===== src/source/e_alu_defines.svh =====
`ifndef E_ALU_DEFINES_SVH
`define E_ALU_DEFINES_SVH

// Group codes, zero left free for no operation
`define GRAND_OP_BW  3'd1
`define GRAND_OP_LI  3'd2
`define GRAND_OP_INT 3'd3
`define GRAND_OP_SFT 3'd4

`define BW_AND  3'd0
`define BW_OR   3'd1
`define BW_NOR  3'd2
`define BW_XOR  3'd3
`define BW_ANDN 3'd4
`define BW_ORN  3'd5

`define LI_LUI     3'd0
`define LI_PCADDUI 3'd1

`define INT_ADD  3'd0
`define INT_SUB  3'd1
`define INT_SLT  3'd2
`define INT_SLTU 3'd3

`define SFT_SLL 3'd0
`define SFT_SRL 3'd1
`define SFT_SRA 3'd2

`endif


===== src/source/la_exec_pkg.sv =====
package la_exec_pkg;

  typedef logic [4:0] reg_idx_t;

  // Register-register format
  typedef struct packed {
    logic [16:0] opcode;
    reg_idx_t    rk;
    reg_idx_t    rj;
    reg_idx_t    rd;
  } inst_r3_t;

  // 20-bit immediate format
  typedef struct packed {
    logic [6:0]  opcode;
    logic [19:0] si20;
    reg_idx_t    rd;
  } inst_ri20_t;

  // Same word, two decodings
  typedef union packed {
    inst_r3_t   r3;
    inst_ri20_t ri20;
  } inst_u;

  localparam logic [16:0] OPC_ADD  = 17'h00020;
  localparam logic [16:0] OPC_SUB  = 17'h00022;
  localparam logic [16:0] OPC_SLT  = 17'h00024;
  localparam logic [16:0] OPC_SLTU = 17'h00025;
  localparam logic [16:0] OPC_NOR  = 17'h00028;
  localparam logic [16:0] OPC_AND  = 17'h00029;
  localparam logic [16:0] OPC_OR   = 17'h0002a;
  localparam logic [16:0] OPC_XOR  = 17'h0002b;
  localparam logic [16:0] OPC_ORN  = 17'h0002c;
  localparam logic [16:0] OPC_ANDN = 17'h0002d;
  localparam logic [16:0] OPC_SLL  = 17'h0002e;
  localparam logic [16:0] OPC_SRL  = 17'h0002f;
  localparam logic [16:0] OPC_SRA  = 17'h00030;

  localparam logic [6:0] OPC_LU12I     = 7'h0a;
  localparam logic [6:0] OPC_PCADDU12I = 7'h0e;

endpackage


===== src/source/e_exec_if.sv =====
`timescale 1ns/1ps

interface e_exec_if;

  logic [31:0] r1;        // rj value
  logic [31:0] r0;        // rk value or si20
  logic [31:0] pc;
  logic [2:0]  grand_op;
  logic [2:0]  op;
  logic [31:0] result;

  modport ctrl (
    output r1,
    output r0,
    output pc,
    output grand_op,
    output op,
    input  result
  );

  modport alu (
    input  r1,
    input  r0,
    input  pc,
    input  grand_op,
    input  op,
    output result
  );

endinterface


===== src/source/e_alu.sv =====
`timescale 1ns/1ps
`include "e_alu_defines.svh"

module e_alu (
  e_exec_if.alu exec
);

  logic [31:0] bw_result;    // Bitwise ops
  logic [31:0] li_result;    // Load immediate
  logic [31:0] int_result;   // Add, sub, compares
  logic [31:0] sft_result;   // Shifts
  logic [31:0] li_imm;
  logic [4:0]  shamt;

  assign li_imm = {exec.r0[19:0], 12'b0};
  assign shamt  = exec.r0[4:0];

  always_comb begin
    case (exec.grand_op)
      `GRAND_OP_BW: begin
        exec.result = bw_result;
      end
      `GRAND_OP_LI: begin
        exec.result = li_result;
      end
      `GRAND_OP_INT: begin
        exec.result = int_result;
      end
      `GRAND_OP_SFT: begin
        exec.result = sft_result;
      end
      default: begin
        exec.result = 32'b0;
      end
    endcase
  end

  always_comb begin
    case (exec.op)
      `BW_AND: begin
        bw_result = exec.r1 & exec.r0;
      end
      `BW_OR: begin
        bw_result = exec.r1 | exec.r0;
      end
      `BW_NOR: begin
        bw_result = ~(exec.r1 | exec.r0);
      end
      `BW_XOR: begin
        bw_result = exec.r1 ^ exec.r0;
      end
      `BW_ANDN: begin
        bw_result = exec.r1 & ~exec.r0;
      end
      `BW_ORN: begin
        bw_result = exec.r1 | ~exec.r0;
      end
      default: begin
        bw_result = 32'b0;
      end
    endcase
  end

  always_comb begin
    case (exec.op)
      `LI_LUI:     li_result = li_imm;
      `LI_PCADDUI: li_result = li_imm + exec.pc;
      default:     li_result = 32'b0;
    endcase
  end

  always_comb begin
    case (exec.op)
      `INT_ADD: begin
        int_result = exec.r1 + exec.r0;
      end
      `INT_SUB: begin
        int_result = exec.r1 - exec.r0;
      end
      `INT_SLT: begin
        int_result = {31'b0, $signed(exec.r1) < $signed(exec.r0)};
      end
      `INT_SLTU: begin
        int_result = {31'b0, exec.r1 < exec.r0};
      end
      default: begin
        int_result = 32'b0;
      end
    endcase
  end

  // Only the low 5 bits of rk count
  always_comb begin
    case (exec.op)
      `SFT_SLL: sft_result = exec.r1 << shamt;
      `SFT_SRL: sft_result = exec.r1 >> shamt;
      `SFT_SRA: sft_result = $unsigned($signed(exec.r1) >>> shamt);
      default:  sft_result = 32'b0;
    endcase
  end

endmodule


===== src/source/e_decode.sv =====
`timescale 1ns/1ps
`include "e_alu_defines.svh"

module e_decode
  import la_exec_pkg::*;
(
  input  logic        clk_i,
  input  logic        arst_n_i,
  input  logic        inst_valid_i,
  input  inst_u       inst_i,
  input  logic [31:0] pc_i,
  output reg_idx_t    rj_addr_o,
  output reg_idx_t    rk_addr_o,
  input  logic [31:0] rj_data_i,
  input  logic [31:0] rk_data_i,
  e_exec_if.ctrl      alu,
  output logic        wb_we_o,
  output logic        wb_valid_o,
  output reg_idx_t    wb_rd_o,
  output logic [31:0] wb_data_o,
  output logic        illegal_o
);

  logic legal;

  assign rj_addr_o = inst_i.r3.rj;
  assign rk_addr_o = inst_i.r3.rk;

  always_comb begin
    alu.r1       = rj_data_i;
    alu.r0       = rk_data_i;
    alu.pc       = pc_i;
    alu.grand_op = 3'd0;
    alu.op       = 3'd0;
    legal        = 1'b1;
    case (inst_i.r3.opcode)
      OPC_ADD:  begin alu.grand_op = `GRAND_OP_INT; alu.op = `INT_ADD;  end
      OPC_SUB:  begin alu.grand_op = `GRAND_OP_INT; alu.op = `INT_SUB;  end
      OPC_SLT:  begin alu.grand_op = `GRAND_OP_INT; alu.op = `INT_SLT;  end
      OPC_SLTU: begin alu.grand_op = `GRAND_OP_INT; alu.op = `INT_SLTU; end
      OPC_NOR:  begin alu.grand_op = `GRAND_OP_BW;  alu.op = `BW_NOR;   end
      OPC_AND:  begin alu.grand_op = `GRAND_OP_BW;  alu.op = `BW_AND;   end
      OPC_OR:   begin alu.grand_op = `GRAND_OP_BW;  alu.op = `BW_OR;    end
      OPC_XOR:  begin alu.grand_op = `GRAND_OP_BW;  alu.op = `BW_XOR;   end
      OPC_ORN:  begin alu.grand_op = `GRAND_OP_BW;  alu.op = `BW_ORN;   end
      OPC_ANDN: begin alu.grand_op = `GRAND_OP_BW;  alu.op = `BW_ANDN;  end
      OPC_SLL:  begin alu.grand_op = `GRAND_OP_SFT; alu.op = `SFT_SLL;  end
      OPC_SRL:  begin alu.grand_op = `GRAND_OP_SFT; alu.op = `SFT_SRL;  end
      OPC_SRA:  begin alu.grand_op = `GRAND_OP_SFT; alu.op = `SFT_SRA;  end
      default: begin
        // Not a 3R form, try the 20-bit immediate view
        alu.r0       = {12'b0, inst_i.ri20.si20};
        alu.grand_op = `GRAND_OP_LI;
        if (inst_i.ri20.opcode == OPC_LU12I) begin
          alu.op = `LI_LUI;
        end else if (inst_i.ri20.opcode == OPC_PCADDU12I) begin
          alu.op = `LI_PCADDUI;
        end else begin
          alu.grand_op = 3'd0;
          legal        = 1'b0;
        end
      end
    endcase
  end

  // One cycle writeback stage
  always_ff @(posedge clk_i or negedge arst_n_i) begin
    if (!arst_n_i) begin
      wb_valid_o <= 1'b0;
      illegal_o  <= 1'b0;
      wb_rd_o    <= '0;
      wb_data_o  <= '0;
    end else begin
      wb_valid_o <= inst_valid_i & legal;
      illegal_o  <= inst_valid_i & ~legal;
      if (inst_valid_i && legal) begin
        wb_rd_o   <= inst_i.r3.rd;   // rd sits in the same bits for both forms
        wb_data_o <= alu.result;
      end
    end
  end

  assign wb_we_o = wb_valid_o;

endmodule


===== src/source/e_exec_top.sv =====
`timescale 1ns/1ps

module e_exec_top
  import la_exec_pkg::*;
(
  input  logic        clk_i,
  input  logic        arst_n_i,
  input  logic        inst_valid_i,
  input  logic [31:0] inst_i,
  input  logic [31:0] pc_i,
  output logic        wb_valid_o,
  output reg_idx_t    wb_rd_o,
  output logic [31:0] wb_data_o,
  output logic        illegal_o
);

  reg_idx_t    rj_addr;
  reg_idx_t    rk_addr;
  logic [31:0] rj_data;
  logic [31:0] rk_data;
  logic        wb_we;

  e_exec_if ex_if ();

  e_decode u_decode (
    .clk_i        (clk_i),
    .arst_n_i     (arst_n_i),
    .inst_valid_i (inst_valid_i),
    .inst_i       (inst_i),
    .pc_i         (pc_i),
    .rj_addr_o    (rj_addr),
    .rk_addr_o    (rk_addr),
    .rj_data_i    (rj_data),
    .rk_data_i    (rk_data),
    .alu          (ex_if.ctrl),
    .wb_we_o      (wb_we),
    .wb_valid_o   (wb_valid_o),
    .wb_rd_o      (wb_rd_o),
    .wb_data_o    (wb_data_o),
    .illegal_o    (illegal_o)
  );

  // Writeback port fed straight from the wb registers
  e_regfile u_regfile (
    .clk_i     (clk_i),
    .arst_n_i  (arst_n_i),
    .rj_addr_i (rj_addr),
    .rk_addr_i (rk_addr),
    .rj_data_o (rj_data),
    .rk_data_o (rk_data),
    .we_i      (wb_we),
    .wd_addr_i (wb_rd_o),
    .wd_data_i (wb_data_o)
  );

  e_alu u_alu (
    .exec (ex_if.alu)
  );

endmodule


===== src/source/e_regfile.sv =====
`timescale 1ns/1ps

module e_regfile
  import la_exec_pkg::*;
(
  input  logic        clk_i,
  input  logic        arst_n_i,
  input  reg_idx_t    rj_addr_i,
  input  reg_idx_t    rk_addr_i,
  output logic [31:0] rj_data_o,
  output logic [31:0] rk_data_o,
  input  logic        we_i,
  input  reg_idx_t    wd_addr_i,
  input  logic [31:0] wd_data_i
);

  logic [31:0] regs [1:31];   // r0 is hardwired

  // Read with write-through bypass
  function automatic logic [31:0] read_port(input reg_idx_t addr);
    if (addr == '0) begin
      return 32'b0;
    end else if (we_i && wd_addr_i == addr) begin
      return wd_data_i;
    end else begin
      return regs[addr];
    end
  endfunction

  always_comb begin
    rj_data_o = read_port(rj_addr_i);
    rk_data_o = read_port(rk_addr_i);
  end

  always_ff @(posedge clk_i or negedge arst_n_i) begin
    if (!arst_n_i) begin
      for (int i = 1; i < 32; i++) begin
        regs[i] <= '0;
      end
    end else if (we_i && wd_addr_i != '0) begin
      regs[wd_addr_i] <= wd_data_i;
    end
  end

endmodule


===== config.mk =====
export PLATFORM = sky130hd
export DESIGN_NAME = e_exec_top
export DESIGN_NICKNAME = d
export VERILOG_FILES = /design/src/source/la_exec_pkg.sv /design/src/source/e_exec_if.sv /design/src/source/e_alu.sv /design/src/source/e_decode.sv /design/src/source/e_exec_top.sv /design/src/source/e_regfile.sv
export VERILOG_INCLUDE_DIRS = /design/src /design/src/source
export SDC_FILE = /design/constraint.sdc
export NUM_CORES = 2
export LEC_CHECK = 0
export ABC_AREA = 1
export BUFFER_PORTS_ARGS = -buffer_cell sky130_fd_sc_hd__clkbuf_2
export CAP_MARGIN = 20
export CORE_ASPECT_RATIO = 2
export CORE_UTILIZATION = 30
export DETAILED_ROUTE_END_ITERATION = 7
export PLACE_DENSITY = 0.5
export SYNTH_ARGS = -nofsm -noshare
export SYNTH_HDL_FRONTEND = slang
export SYNTH_SLANG_ARGS = --single-unit

===== constraint.sdc =====
create_clock -name clk_i -period 13.3 [get_ports clk_i]
set_input_delay 1.33 -clock clk_i [delete_from_list [all_inputs] [get_ports clk_i]]
set_output_delay 1.33 -clock clk_i [all_outputs]
set_load 0.05 [all_outputs]

==> flow_summary.json <==
{
  "crit_start": "inst_i[10]",
  "wl_per_cell_um": 31.44,
  "routed_wirelength_um": 399100,
  "clk_pin_slew_worst_paths_ps": 70,
  "total_power_mw": 7.784,
  "cts_setup_buffers": 0,
  "rsz0062_at_grt": "no",
  "ios": 106,
  "netlist_instances": 9961,
  "worstReg2RegEnd": "u_decode.wb_data_o[16]",
  "rrSetupSlack_ps": 5080,
  "cts_tree": "built",
  "dp.final_hpwl_um": 259400,
  "gr-total-overflow": 0,
  "drive_gt1_share_pct": 6.584,
  "initial_utilization_pct": 30.21,
  "timing.final.crit_share_pct": 70.61,
  "max_slew_margin_pct": 11.18,
  "status": "completed",
  "die-area_um2": 227900,
  "max_freq_ghz": 0.1065,
  "syn2layout_area_growth_pct": 10.01,
  "async_reset_ff_share_pct": 100.0,
  "drtPass1Iterations": 8,
  "cts_resized": 0,
  "htreeDepth": 3,
  "ys_top_cells_by_area": "dfrtp_1 38%, nand2_1 15%, o21ai_0 12%",
  "yosysUniqueCellTypes": 64,
  "ys_ff_latch": 1031,
  "powerDensity_nw_per_um2": 104.4,
  "yosys_most_used_dff": "dfrtp_1",
  "fin_cells": 12700,
  "drv_cap": 0,
  "synth.yosys.warnings": 0,
  "worstSetupEndpointType": "register",
  "grt.total_usage_pct": 34.16,
  "hold_violations": 0,
  "final_common_cell": "nand2_1",
  "fill_cells": 24240,
  "period_needed_ps": 9391,
  "grt_pass1_vias": 71760,
  "placed_cells": 12490,
  "mostFrequentLayoutCells": "2744 x nand2_1, 1605 x o21ai_0, 1031 x dfrtp_1, 879 x nand3_1, 686 x a21oi_1",
  "finalSetupViolCount": 0,
  "vias": 74630,
  "clkSinkCount": 1031,
  "min_from": "u_regfile.regs[830]",
  "drc": 0,
  "ctsHoldBuffers": 0,
  "crit_end": "u_decode.wb_data_o[16]",
  "synth-edff-count": 0,
  "syn_area_per_cell_um2": 6.804,
  "cts_root_buf": "clkbuf_16",
  "grt_first_pass_wirelength_um": 556000,
  "hp-class": "register to register",
  "antenna_found_initial": 20,
  "total_leakage_power_nw": 33.01,
  "syn_nets": 10180,
  "via_per_inst": 5.879,
  "cts_buffer_depth": 3,
  "ys_seq_area_share_pct": 38.06,
  "nets": 9848,
  "die-height_um": 674.2,
  "synth_area_um2": 67780,
  "reg2reg_from": "u_decode.wb_rd_o[0]",
  "r2r_cells": 26,
  "cts_made_buffers": 100,
  "worst_pin_slew_ps": 1329,
  "drtAntennaViolNets": 0,
  "io_buffers": 105,
  "grt_start_max_net_pins": 164,
  "netlist.area_leader.share_pct": 38.06,
  "crit_fanout": 79,
  "path_class": "primary input to register",
  "finClkSkew_ps": 35.15,
  "drv_slew": 0,
  "place_congestion": 1.117,
  "critPathLaunchType": "primary input",
  "die_w_um": 338.1,
  "required_ps": 13920,
  "rows": 246,
  "arrival_ps": 10010,
  "first_iter_violations": 9024,
  "tns_ps": 0,
  "ir_worst_vdd_uv": 100.9,
  "core_um2": 224400,
  "insertion_delay_ps": 750,
  "synth_top_cell_by_area": "dfrtp_1"
}
[worst max-delay path, cell delays in order]
cell	delay, ps
buf_8	440
buf_4	910
o22ai_1	160
nor2_1	180
nand3_2	620
inv_1	640
nand2_1	90
nand2_1	160
nand2_1	90
nand2_2	80
buf_4	620
fa_1	370
nor2_1	70
o21ai_0	240
nand2_1	190
a21oi_1	920
inv_1	250
a21o_1	270
a21oi_1	310
inv_1	330
o21ai_0	230
o21ai_0	90
nand2_1	80
nand2_1	700
nor2_1	290
nand2_1	80
nand2_1	60
nand2_1	60
[flip-flops by register name, summed over array words and instances, names as in the netlist]
| name | count |
|---|---|
| u_decode.wb_valid_o | 1 |
| u_regfile.regs | 992 |
| u_decode.illegal_o | 1 |
| u_decode.wb_rd_o | 5 |
| u_decode.wb_data_o | 32 |
[metal layers]
layer / wire (um) / part of all wire (%) / track usage (%) / vias up
met2: 186600 / 47 / 56.47 / 4258
met5: 82 / 0.021 / 0 / -
li1: - / - / - / 32640
met1: 131100 / 33 / 34.78 / 36230
met4: 48220 / 12 / 35.50 / 12
met3: 33170 / 8.3 / 7.474 / 1487
[power by group]
group / switching (mW) / internal, mW
Combinational: 1.14 / 0.329
Sequential: 0.0166 / 3.14
Clock: 1.44 / 1.72
[cell usage after synthesis (12+ instances only)]
library cell / n
a211oi_1: 19
a21oi_1: 687
a22oi_1: 12
a31oi_1: 36
buf_1: 53
buf_2: 208
buf_4: 29
clkbuf_1: 485
dfrtp_1: 1031
ha_1: 153
inv_1: 624
inv_2: 28
nand2_1: 2774
nand3_1: 880
nand4_1: 66
nor2_1: 624
nor3_1: 33
o2111ai_1: 18
o211ai_1: 312
o21ai_0: 1605
o21ai_1: 39
o221ai_1: 26
o22ai_1: 48
xor2_1: 29
[worst min-delay path by stage]
stage | endpoint | cells after the start
detailed placement | u_regfile.regs[421] | 2
finish | u_regfile.regs[830] | 2
floorplan | u_regfile.regs[0] | 2
global route | u_regfile.regs[422] | 2
global placement | u_regfile.regs[897] | 2
CTS | u_regfile.regs[421] | 2
[per-stage QoR]
step | utilization (%) | setup slack (ps) | hold slack [ps] | instance area, um2
floorplan | - | 7786 | 453.0 | 67780
global placement | 31.64 | 3982 | 466.7 | 71000
detailed placement | 31.65 | 4052 | 472.6 | 71010
CTS | 33.18 | 4823 | 489.2 | 74440
global route | 33.22 | 3842 | 502.1 | 74530
finish | 33.23 | 3909 | 487.3 | 74560
[kinds of logic (layout without fill, tap and decap cells)]
logic type / after synthesis / count (layout) / synth area share, %
xor+xnor: 33 / 33 / 0.4264
other cells: 0 / 14 / 0
flops: 1031 / 1031 / 38.06
compound gates: 2863 / 2863 / 23.17
simple gates: 4434 / 4434 / 26.82
mux: 2 / 2 / 0.02954
fa+ha+maj: 156 / 156 / 2.913
buf+inv: 1442 / 1186 / 8.575
[final cells by class]
class | count | area, um2 | share of cell area, %
Multi-Input combinational cell | 7488 | 36520 | 48.98
Tap cell | 2976 | 3724 | 4.994
Antenna cell | 14 | 35.03 | 0.04698
Timing Repair Buffer | 341 | 2532 | 3.396
Inverter | 663 | 2526 | 3.388
Clock inverter | 43 | 504.2 | 0.6762
Clock buffer | 139 | 2923 | 3.920
Sequential cell | 1031 | 25800 | 34.60
(Power assumes the default switching activity.)
